`src/hw/sdr_link_pkg.sv`:
```
package sdr_link_pkg;

  // Number of tile columns along the south edge.
  localparam int NUM_TILES = 4;

  // Packet widths for the request and response channels.
  localparam int FWD_WIDTH = 40;
  localparam int REV_WIDTH = 36;

  // The receiver FIFO holds 2^LG_FIFO_DEPTH entries.
  // The sender starts with the same number of credits.
  localparam int LG_FIFO_DEPTH = 3;
  localparam int FIFO_DEPTH    = 1 << LG_FIFO_DEPTH;

  // One token returns 2^LG_DECIMATION credits.
  localparam int LG_DECIMATION = 1;
  localparam int TOKEN_CREDITS = 1 << LG_DECIMATION;

  // Bit positions in the link reset bundle.
  // Bit 1 (downlink) and bit 3 (token) are only relayed.
  // They are reserved for the far side.
  localparam int LINK_RST_UPLINK     = 0;
  localparam int LINK_RST_DOWNSTREAM = 2;

  typedef logic [FWD_WIDTH-1:0] fwd_pkt_t;
  typedef logic [REV_WIDTH-1:0] rev_pkt_t;

  // Wide enough to hold a full FIFO worth of credit.
  typedef logic [LG_FIFO_DEPTH:0] credit_t;

  // FIFO pointers carry one wrap bit above the index.
  typedef logic [LG_FIFO_DEPTH:0] fifo_ptr_t;

  // Bit 0 uplink, bit 1 downlink, bit 2 downstream, bit 3 token.
  typedef logic [3:0] link_reset_t;

endpackage

```
`src/hw/sdr_credit_tx.sv`:
```
`timescale 1ns/10ps

module sdr_credit_tx #(
  parameter int WIDTH = sdr_link_pkg::FWD_WIDTH
) (
  input  logic             core_clk_i
  , input  logic             reset_i
  , input  logic             clear_i

  , input  logic             core_v_i
  , input  logic [WIDTH-1:0] core_data_i
  , output logic             core_ready_o

  , output logic             io_v_o
  , output logic [WIDTH-1:0] io_data_o
  , input  logic             io_token_i
);

  sdr_link_pkg::credit_t credit_q;
  sdr_link_pkg::credit_t credit_n;
  logic                  xfer;
  logic                  io_v_q;
  logic [WIDTH-1:0]      io_data_q;

  assign core_ready_o = (credit_q != '0);
  assign xfer         = core_v_i & core_ready_o;

  // A send and a returning token may land in the same cycle.
  always_comb begin
    credit_n = credit_q;
    if (xfer) begin
      credit_n = credit_n - sdr_link_pkg::credit_t'(1);
    end
    if (io_token_i) begin
      credit_n = credit_n + sdr_link_pkg::credit_t'(sdr_link_pkg::TOKEN_CREDITS);
    end
  end

  always_ff @(posedge core_clk_i) begin
    if (reset_i || clear_i) begin
      credit_q <= sdr_link_pkg::credit_t'(sdr_link_pkg::FIFO_DEPTH);
      io_v_q   <= 1'b0;
    end else begin
      credit_q <= credit_n;
      io_v_q   <= xfer;
    end
  end

  always_ff @(posedge core_clk_i) begin
    if (xfer) begin
      io_data_q <= core_data_i;
    end
  end

  assign io_v_o    = io_v_q;
  assign io_data_o = io_data_q;

  // The far end only returns credit it was given, so the count never passes the FIFO depth.
  assert property (@(posedge core_clk_i) disable iff (reset_i || clear_i)
    io_token_i |=> (credit_q <= sdr_link_pkg::credit_t'(sdr_link_pkg::FIFO_DEPTH)));

endmodule

```
`src/hw/sdr_token_rx.sv`:
```
`timescale 1ns/10ps

module sdr_token_rx #(
  parameter int WIDTH = sdr_link_pkg::FWD_WIDTH
) (
  input  logic             core_clk_i
  , input  logic             reset_i
  , input  logic             clear_i

  , input  logic             io_v_i
  , input  logic [WIDTH-1:0] io_data_i
  , output logic             io_token_o

  , output logic             core_v_o
  , output logic [WIDTH-1:0] core_data_o
  , input  logic             core_yumi_i
);

  logic [WIDTH-1:0] mem_q [sdr_link_pkg::FIFO_DEPTH];

  sdr_link_pkg::fifo_ptr_t wr_ptr_q;
  sdr_link_pkg::fifo_ptr_t rd_ptr_q;
  sdr_link_pkg::fifo_ptr_t wr_ptr_n;
  sdr_link_pkg::fifo_ptr_t rd_ptr_n;
  sdr_link_pkg::fifo_ptr_t fill;
  logic                    full;
  logic                    valid_q;

  logic [sdr_link_pkg::LG_DECIMATION-1:0] dec_cnt_q;
  logic                                   token_q;

  // The wrap bit of the difference is set only when all entries are in use.
  assign fill = wr_ptr_q - rd_ptr_q;
  assign full = fill[sdr_link_pkg::LG_FIFO_DEPTH];

  always_comb begin
    wr_ptr_n = wr_ptr_q;
    rd_ptr_n = rd_ptr_q;
    if (io_v_i) begin
      wr_ptr_n = wr_ptr_q + sdr_link_pkg::fifo_ptr_t'(1);
    end
    if (core_yumi_i) begin
      rd_ptr_n = rd_ptr_q + sdr_link_pkg::fifo_ptr_t'(1);
    end
  end

  always_ff @(posedge core_clk_i) begin
    if (reset_i || clear_i) begin
      wr_ptr_q <= '0;
      rd_ptr_q <= '0;
      valid_q  <= 1'b0;
    end else begin
      wr_ptr_q <= wr_ptr_n;
      rd_ptr_q <= rd_ptr_n;
      valid_q  <= (wr_ptr_n != rd_ptr_n);
    end
  end

  always_ff @(posedge core_clk_i) begin
    if (io_v_i) begin
      mem_q[wr_ptr_q[sdr_link_pkg::LG_FIFO_DEPTH-1:0]] <= io_data_i;
    end
  end

  assign core_v_o    = valid_q;
  assign core_data_o = mem_q[rd_ptr_q[sdr_link_pkg::LG_FIFO_DEPTH-1:0]];

  // One token goes back for each full group of dequeues.
  always_ff @(posedge core_clk_i) begin
    if (reset_i || clear_i) begin
      dec_cnt_q <= '0;
      token_q   <= 1'b0;
    end else begin
      token_q <= core_yumi_i & (&dec_cnt_q);
      if (core_yumi_i) begin
        dec_cnt_q <= dec_cnt_q + 1'b1;
      end
    end
  end

  assign io_token_o = token_q;

  // The far-side sender holds credit for every entry, so it never writes into a full FIFO.
  assert property (@(posedge core_clk_i) disable iff (reset_i || clear_i)
    io_v_i |-> !full);

  // The core only takes an entry it has been shown.
  assert property (@(posedge core_clk_i) disable iff (reset_i || clear_i)
    core_yumi_i |-> core_v_o);

endmodule

```
`src/hw/sdr_link_tile.sv`:
```
`timescale 1ns/10ps

module sdr_link_tile (
  input  logic                      core_clk_i
  , input  logic                      reset_i

  , input  sdr_link_pkg::link_reset_t link_reset_i
  , output sdr_link_pkg::link_reset_t link_reset_o

  , input  logic                      core_fwd_v_i
  , input  sdr_link_pkg::fwd_pkt_t    core_fwd_data_i
  , output logic                      core_fwd_ready_o

  , output logic                      core_fwd_v_o
  , output sdr_link_pkg::fwd_pkt_t    core_fwd_data_o
  , input  logic                      core_fwd_yumi_i

  , input  logic                      core_rev_v_i
  , input  sdr_link_pkg::rev_pkt_t    core_rev_data_i
  , output logic                      core_rev_ready_o

  , output logic                      core_rev_v_o
  , output sdr_link_pkg::rev_pkt_t    core_rev_data_o
  , input  logic                      core_rev_yumi_i

  , output logic                      io_fwd_v_o
  , output sdr_link_pkg::fwd_pkt_t    io_fwd_data_o
  , input  logic                      io_fwd_token_i
  , input  logic                      io_fwd_v_i
  , input  sdr_link_pkg::fwd_pkt_t    io_fwd_data_i
  , output logic                      io_fwd_token_o

  , output logic                      io_rev_v_o
  , output sdr_link_pkg::rev_pkt_t    io_rev_data_o
  , input  logic                      io_rev_token_i
  , input  logic                      io_rev_v_i
  , input  sdr_link_pkg::rev_pkt_t    io_rev_data_i
  , output logic                      io_rev_token_o
);

  sdr_link_pkg::link_reset_t link_reset_q;
  logic                      uplink_clear;
  logic                      downstream_clear;

  // One relay stage per tile, so the chain latency equals the tile count.
  always_ff @(posedge core_clk_i) begin
    if (reset_i) begin
      link_reset_q <= '0;
    end else begin
      link_reset_q <= link_reset_i;
    end
  end

  assign link_reset_o     = link_reset_q;
  assign uplink_clear     = link_reset_q[sdr_link_pkg::LINK_RST_UPLINK];
  assign downstream_clear = link_reset_q[sdr_link_pkg::LINK_RST_DOWNSTREAM];

  sdr_credit_tx #(.WIDTH(sdr_link_pkg::FWD_WIDTH)) i_fwd_tx (
    .core_clk_i    (core_clk_i)
    , .reset_i     (reset_i)
    , .clear_i     (uplink_clear)
    , .core_v_i    (core_fwd_v_i)
    , .core_data_i (core_fwd_data_i)
    , .core_ready_o(core_fwd_ready_o)
    , .io_v_o      (io_fwd_v_o)
    , .io_data_o   (io_fwd_data_o)
    , .io_token_i  (io_fwd_token_i)
  );

  sdr_token_rx #(.WIDTH(sdr_link_pkg::FWD_WIDTH)) i_fwd_rx (
    .core_clk_i    (core_clk_i)
    , .reset_i     (reset_i)
    , .clear_i     (downstream_clear)
    , .io_v_i      (io_fwd_v_i)
    , .io_data_i   (io_fwd_data_i)
    , .io_token_o  (io_fwd_token_o)
    , .core_v_o    (core_fwd_v_o)
    , .core_data_o (core_fwd_data_o)
    , .core_yumi_i (core_fwd_yumi_i)
  );

  sdr_credit_tx #(.WIDTH(sdr_link_pkg::REV_WIDTH)) i_rev_tx (
    .core_clk_i    (core_clk_i)
    , .reset_i     (reset_i)
    , .clear_i     (uplink_clear)
    , .core_v_i    (core_rev_v_i)
    , .core_data_i (core_rev_data_i)
    , .core_ready_o(core_rev_ready_o)
    , .io_v_o      (io_rev_v_o)
    , .io_data_o   (io_rev_data_o)
    , .io_token_i  (io_rev_token_i)
  );

  sdr_token_rx #(.WIDTH(sdr_link_pkg::REV_WIDTH)) i_rev_rx (
    .core_clk_i    (core_clk_i)
    , .reset_i     (reset_i)
    , .clear_i     (downstream_clear)
    , .io_v_i      (io_rev_v_i)
    , .io_data_i   (io_rev_data_i)
    , .io_token_o  (io_rev_token_o)
    , .core_v_o    (core_rev_v_o)
    , .core_data_o (core_rev_data_o)
    , .core_yumi_i (core_rev_yumi_i)
  );

endmodule

```
`src/hw/sdr_link_row.sv`:
```
`timescale 1ns/10ps

module sdr_link_row (
  input  logic                                               core_clk_i
  , input  logic                                               reset_i

  , input  sdr_link_pkg::link_reset_t                          reset_lines_i
  , output sdr_link_pkg::link_reset_t                          reset_lines_o

  , input  logic [sdr_link_pkg::NUM_TILES-1:0]                 core_fwd_v_i
  , input  sdr_link_pkg::fwd_pkt_t [sdr_link_pkg::NUM_TILES-1:0] core_fwd_data_i
  , output logic [sdr_link_pkg::NUM_TILES-1:0]                 core_fwd_ready_o

  , output logic [sdr_link_pkg::NUM_TILES-1:0]                 core_fwd_v_o
  , output sdr_link_pkg::fwd_pkt_t [sdr_link_pkg::NUM_TILES-1:0] core_fwd_data_o
  , input  logic [sdr_link_pkg::NUM_TILES-1:0]                 core_fwd_yumi_i

  , input  logic [sdr_link_pkg::NUM_TILES-1:0]                 core_rev_v_i
  , input  sdr_link_pkg::rev_pkt_t [sdr_link_pkg::NUM_TILES-1:0] core_rev_data_i
  , output logic [sdr_link_pkg::NUM_TILES-1:0]                 core_rev_ready_o

  , output logic [sdr_link_pkg::NUM_TILES-1:0]                 core_rev_v_o
  , output sdr_link_pkg::rev_pkt_t [sdr_link_pkg::NUM_TILES-1:0] core_rev_data_o
  , input  logic [sdr_link_pkg::NUM_TILES-1:0]                 core_rev_yumi_i

  , output logic [sdr_link_pkg::NUM_TILES-1:0]                 io_fwd_v_o
  , output sdr_link_pkg::fwd_pkt_t [sdr_link_pkg::NUM_TILES-1:0] io_fwd_data_o
  , input  logic [sdr_link_pkg::NUM_TILES-1:0]                 io_fwd_token_i
  , input  logic [sdr_link_pkg::NUM_TILES-1:0]                 io_fwd_v_i
  , input  sdr_link_pkg::fwd_pkt_t [sdr_link_pkg::NUM_TILES-1:0] io_fwd_data_i
  , output logic [sdr_link_pkg::NUM_TILES-1:0]                 io_fwd_token_o

  , output logic [sdr_link_pkg::NUM_TILES-1:0]                 io_rev_v_o
  , output sdr_link_pkg::rev_pkt_t [sdr_link_pkg::NUM_TILES-1:0] io_rev_data_o
  , input  logic [sdr_link_pkg::NUM_TILES-1:0]                 io_rev_token_i
  , input  logic [sdr_link_pkg::NUM_TILES-1:0]                 io_rev_v_i
  , input  sdr_link_pkg::rev_pkt_t [sdr_link_pkg::NUM_TILES-1:0] io_rev_data_i
  , output logic [sdr_link_pkg::NUM_TILES-1:0]                 io_rev_token_o
);

  sdr_link_pkg::link_reset_t link_reset_li [sdr_link_pkg::NUM_TILES];
  sdr_link_pkg::link_reset_t link_reset_lo [sdr_link_pkg::NUM_TILES];

  for (genvar x = 0; x < sdr_link_pkg::NUM_TILES; x++) begin : g_tile
    sdr_link_tile i_tile (
      .core_clk_i        (core_clk_i)
      , .reset_i         (reset_i)
      , .link_reset_i    (link_reset_li[x])
      , .link_reset_o    (link_reset_lo[x])
      , .core_fwd_v_i    (core_fwd_v_i[x])
      , .core_fwd_data_i (core_fwd_data_i[x])
      , .core_fwd_ready_o(core_fwd_ready_o[x])
      , .core_fwd_v_o    (core_fwd_v_o[x])
      , .core_fwd_data_o (core_fwd_data_o[x])
      , .core_fwd_yumi_i (core_fwd_yumi_i[x])
      , .core_rev_v_i    (core_rev_v_i[x])
      , .core_rev_data_i (core_rev_data_i[x])
      , .core_rev_ready_o(core_rev_ready_o[x])
      , .core_rev_v_o    (core_rev_v_o[x])
      , .core_rev_data_o (core_rev_data_o[x])
      , .core_rev_yumi_i (core_rev_yumi_i[x])
      , .io_fwd_v_o      (io_fwd_v_o[x])
      , .io_fwd_data_o   (io_fwd_data_o[x])
      , .io_fwd_token_i  (io_fwd_token_i[x])
      , .io_fwd_v_i      (io_fwd_v_i[x])
      , .io_fwd_data_i   (io_fwd_data_i[x])
      , .io_fwd_token_o  (io_fwd_token_o[x])
      , .io_rev_v_o      (io_rev_v_o[x])
      , .io_rev_data_o   (io_rev_data_o[x])
      , .io_rev_token_i  (io_rev_token_i[x])
      , .io_rev_v_i      (io_rev_v_i[x])
      , .io_rev_data_i   (io_rev_data_i[x])
      , .io_rev_token_o  (io_rev_token_o[x])
    );

    // Reset lines enter at the east end and travel west one tile per cycle.
    if (x == sdr_link_pkg::NUM_TILES-1) begin : g_east
      assign link_reset_li[x] = reset_lines_i;
    end else begin : g_chain
      assign link_reset_li[x] = link_reset_lo[x+1];
    end
  end

  assign reset_lines_o = link_reset_lo[0];

endmodule

```
`config.mk`:
```
export PLATFORM = sky130hd
export DESIGN_NAME = sdr_link_row
export DESIGN_NICKNAME = d
export VERILOG_FILES = /design/src/hw/sdr_link_pkg.sv /design/src/hw/sdr_credit_tx.sv /design/src/hw/sdr_token_rx.sv /design/src/hw/sdr_link_tile.sv /design/src/hw/sdr_link_row.sv
export SDC_FILE = /design/constraint.sdc
export NUM_CORES = 2
export LEC_CHECK = 0
export BUFFER_PORTS_ARGS = -buffer_cell sky130_fd_sc_hd__buf_2
export CAP_MARGIN = 20
export CELL_PAD_IN_SITES_DETAIL_PLACEMENT = 0
export CELL_PAD_IN_SITES_GLOBAL_PLACEMENT = 1
export CORE_UTILIZATION = 40
export DETAILED_ROUTE_END_ITERATION = 8
export GPL_ROUTABILITY_DRIVEN = 0
export PLACE_DENSITY = 0.63
export SYNTH_ARGS = -nofsm -noshare
export SYNTH_HDL_FRONTEND = slang
export SYNTH_HIERARCHICAL = 1
export SYNTH_SLANG_ARGS = --single-unit
```
`constraint.sdc`:
```
create_clock -name core_clk_i -period 7.8 [get_ports core_clk_i]
set_input_delay 0 -clock core_clk_i [delete_from_list [all_inputs] [get_ports core_clk_i]]
set_output_delay 0 -clock core_clk_i [all_outputs]
set_load 0.01 [all_outputs]
```
==> impl_metrics.json <==
{
  "synthXorXnorAreaFrac_pct": 0.841,
  "synth_area_per_cell_um2": 23.7,
  "grt_overflow_total": 0,
  "die_y_um": 522,
  "final_nets": 8008,
  "antenna_found_initial": 113,
  "synth_area_leaders": "edfxtp_1 (76%), mux4_1 (6.9%), mux4_2 (6.7%)",
  "core_area_um2": 269000,
  "num_io_pins": 1290,
  "wl_um": 322000,
  "clockBufferDepth": 4,
  "fin_crit_ns": 3.71,
  "hold_viol_final": 0,
  "yosys.area_share.simple_pct": 1.65,
  "cts-htree-levels": 5,
  "num_vias": 58400,
  "crit_arrival_ns": 3.71,
  "grt_pass1_vias": 59700,
  "seqPwrFrac_pct": 49.6,
  "io_buffers": 1289,
  "crit_path_end_kind": "primary output",
  "slew_viol_final": 0,
  "max_freq_mhz": 269,
  "crit_path_max_incr_delay_ns": 0.80,
  "synth-seq-cells": 2880,
  "drv_cap": 0,
  "worst-path-max-fanout": 44,
  "p_sw_share_pct": 23.6,
  "drc": 0,
  "comb_power_share_pct": 10.5,
  "synth_compound_area_share_pct": 0.0647,
  "period_share_pct": 47.6,
  "placementRows": 190,
  "grt_max_degree": 77,
  "start_util_pct": 40.3,
  "cts_tree": "built",
  "critical_path.top_delay_family": "multiplexers",
  "grt_pass1_wl_um": 446000,
  "synth_top_family_by_area": "multiplexers",
  "crit_type": "flip-flop to primary output",
  "rsz0062_at_grt": "no",
  "mostFrequentLayoutCell": "edfxtp_1",
  "die_x_um": 522,
  "setup_viol": 0,
  "numCtsBuffers": 310,
  "syn_inst": 4564,
  "cts_resized": 0,
  "worstMarginPinSlew_ns": 1.15,
  "synth_fa_ha_area_share_pct": 0.370,
  "p_switching_w": 0.00851,
  "drt_first_pass_iters": 7,
  "clock_latency_ns": 0.89,
  "ant_nets": 0,
  "synthMuxAreaShare_pct": 17.3,
  "syn_nets": 5242,
  "path_clk_slew_ns": 0.06,
  "p_leak_nw": 49.0,
  "drt_iter0_drc": 4918,
  "finClkSkew_ns": 0.0330,
  "synthDistinctLibCells": 27,
  "critical_path_required_ns": 7.80,
  "via_per_inst": 5.21,
  "tns_ns": 0,
  "vdd_drop_max_mv": 0.198,
  "synth-warning-count": 6,
  "area_growth_pct": 31.0,
  "slew_headroom_pct": 23.4,
  "die_area_um2": 273000,
  "cts-root-buf": "clkbuf_16",
  "status": "finished clean",
  "critPathSlowestCell": "dfxtp_4",
  "drive_above_1_share_pct": 34.0,
  "hold_path_class": "input port to flip-flop",
  "post-dp-hpwl_um": 202000,
  "synth_top_area_share_pct": 75.9,
  "critical_path.cell_chain": "buf_4 > mux4_1 > mux2_2 > buf_2",
  "setup.worst_path.start_class": "flip-flop",
  "wl_per_cell_um": 28.8,
  "layout_common_cells": "edfxtp_1 (2,736), buf_2 (1,288), dlygate4sd3_1 (1,259)",
  "cts_setup_buffers": 0,
  "netlist.top_cell.by_area": "edfxtp_1",
  "cts_hold_buf": 1259,
  "timing.hold.ws_ns": 0.0647,
  "power_per_cell_area_nw_per_um2": 255,
  "syn-cell-area_um2": 108000,
  "p_int_w": 0.0276,
  "clkSinkCount": 2880,
  "p_clk_share_pct": 40.0,
  "ys_seq_area_share_pct": 78.5,
  "grt_usage_pct": 23.1,
  "crit_buf_inv": 2
}
[cell usage after synthesis (all sizes together)]
cell type     n
nor4b         8
nand2        80
xnor2        72
nand4        16
dfxtp       144
nor3         40
buf         106
inv          32
or3           8
or3b          8
ha           32
nand2b       24
xor2         32
mux2i        48
and2b         8
or2           8
nor2        136
mux2        312
clkbuf       82
nor2b        16
edfxtp     2736
mux4        608
a41oi         8
[final cells by class]
cell class	count	area [um^2]
fill	21100	127000
clock buffer	375	8190
multi-input combinational	1464	22300
tap	3552	4440
clock inverter	187	1730
timing repair buffer	2642	19800
inverter	32	121
sequential	2880	85100
antenna	65	163
[per-layer routing]
layer	wire length, um	part of all wire [%]	GRT usage (%)	up-vias
met5	423	0.13	0.369	-
met4	20400	6.3	12.6	50
met3	26200	8.1	6.53	728
met2	153000	47	37.2	2315
met1	123000	38	28.1	30300
li1	-	-	-	24900
[logic make-up after synthesis]
logic type                 Yosys count
and+or+nand+nor                    352
DFF                               2880
adders and majority gates           32
muxes                              968
buffers and inverters              220
AOI/OAI and AO/OA                    8
xor gates and xnor gates           104
[through the flow]
step	setup slack, ns	power, W	instance area [um^2]	utilization [%]	instances
3_3_place_gp	4.93	0.0214	119000	44.3	9309
5_1_grt	3.86	0.0372	142000	52.8	11200
2_1_floorplan	4.06	0.0198	108000	-	4564
4_1_cts	3.93	0.0364	142000	52.7	11100
3_5_place_dp	4.92	0.0214	119000	44.4	9311
6_report	4.09	0.0361	142000	52.8	11200
[power groups by stage]
| stage | clock network, W | registers [W] | logic, W |
|---|---|---|---|
| 2_1_floorplan | 0 | 0.0181 | 0.00171 |
| 3_3_place_gp | 0 | 0.0182 | 0.00315 |
| 3_5_place_dp | 0 | 0.0182 | 0.00320 |
| 4_1_cts | 0.0147 | 0.0179 | 0.00377 |
| 5_1_grt | 0.0152 | 0.0179 | 0.00398 |
| 6_report | 0.0144 | 0.0179 | 0.00378 |
[worst paths after layout]
check / startpoint / end / cells past startpoint / slack, ns
max: g_tile[1].i_tile/i_fwd_rx/rd_ptr_q[0] / core_fwd_data_o[71] / 4 / 4.09
min: io_fwd_data_i[63] / g_tile[1].i_tile/i_fwd_rx/mem_q[0][23] / 2 / 0.06
max reg2reg: g_tile[0].i_tile/i_rev_rx/rd_ptr_q[0] / g_tile[0].i_tile/i_rev_rx/core_v_o / 5 / 5.17
min reg2reg: g_tile[3].i_tile/link_reset_o[3] / g_tile[2].i_tile/link_reset_o[3] / 1 / 0.43
[worst register-to-register path: stages (launching register included)]
cell	delay (ns)
dfxtp_4	0.78
buf_4	0.81
ha_1	0.39
mux2i_1	0.24
xnor2_1	0.15
a41oi_1	0.12
[state kept, by name, indices dropped and copies added (netlist names)]
signal and count:
g_tile.i_tile/i_fwd_rx/core_v_o 4, g_tile.i_tile/i_fwd_rx/dec_cnt_q 4, g_tile.i_tile/i_fwd_rx/io_token_o 4, g_tile.i_tile/i_fwd_rx/mem_q 1280, g_tile.i_tile/i_fwd_rx/rd_ptr_q 16, g_tile.i_tile/i_fwd_rx/wr_ptr_q 16, g_tile.i_tile/i_fwd_tx/credit_q 16, g_tile.i_tile/i_fwd_tx/io_data_o 160
g_tile.i_tile/i_fwd_tx/io_v_o 4, g_tile.i_tile/i_rev_rx/core_v_o 4, g_tile.i_tile/i_rev_rx/dec_cnt_q 4, g_tile.i_tile/i_rev_rx/io_token_o 4, g_tile.i_tile/i_rev_rx/mem_q 1152, g_tile.i_tile/i_rev_rx/rd_ptr_q 16, g_tile.i_tile/i_rev_rx/wr_ptr_q 16, g_tile.i_tile/i_rev_tx/credit_q 16
g_tile.i_tile/i_rev_tx/io_data_o 144, g_tile.i_tile/i_rev_tx/io_v_o 4, g_tile.i_tile/link_reset_o 16
Power figures use the tool's default switching activity.
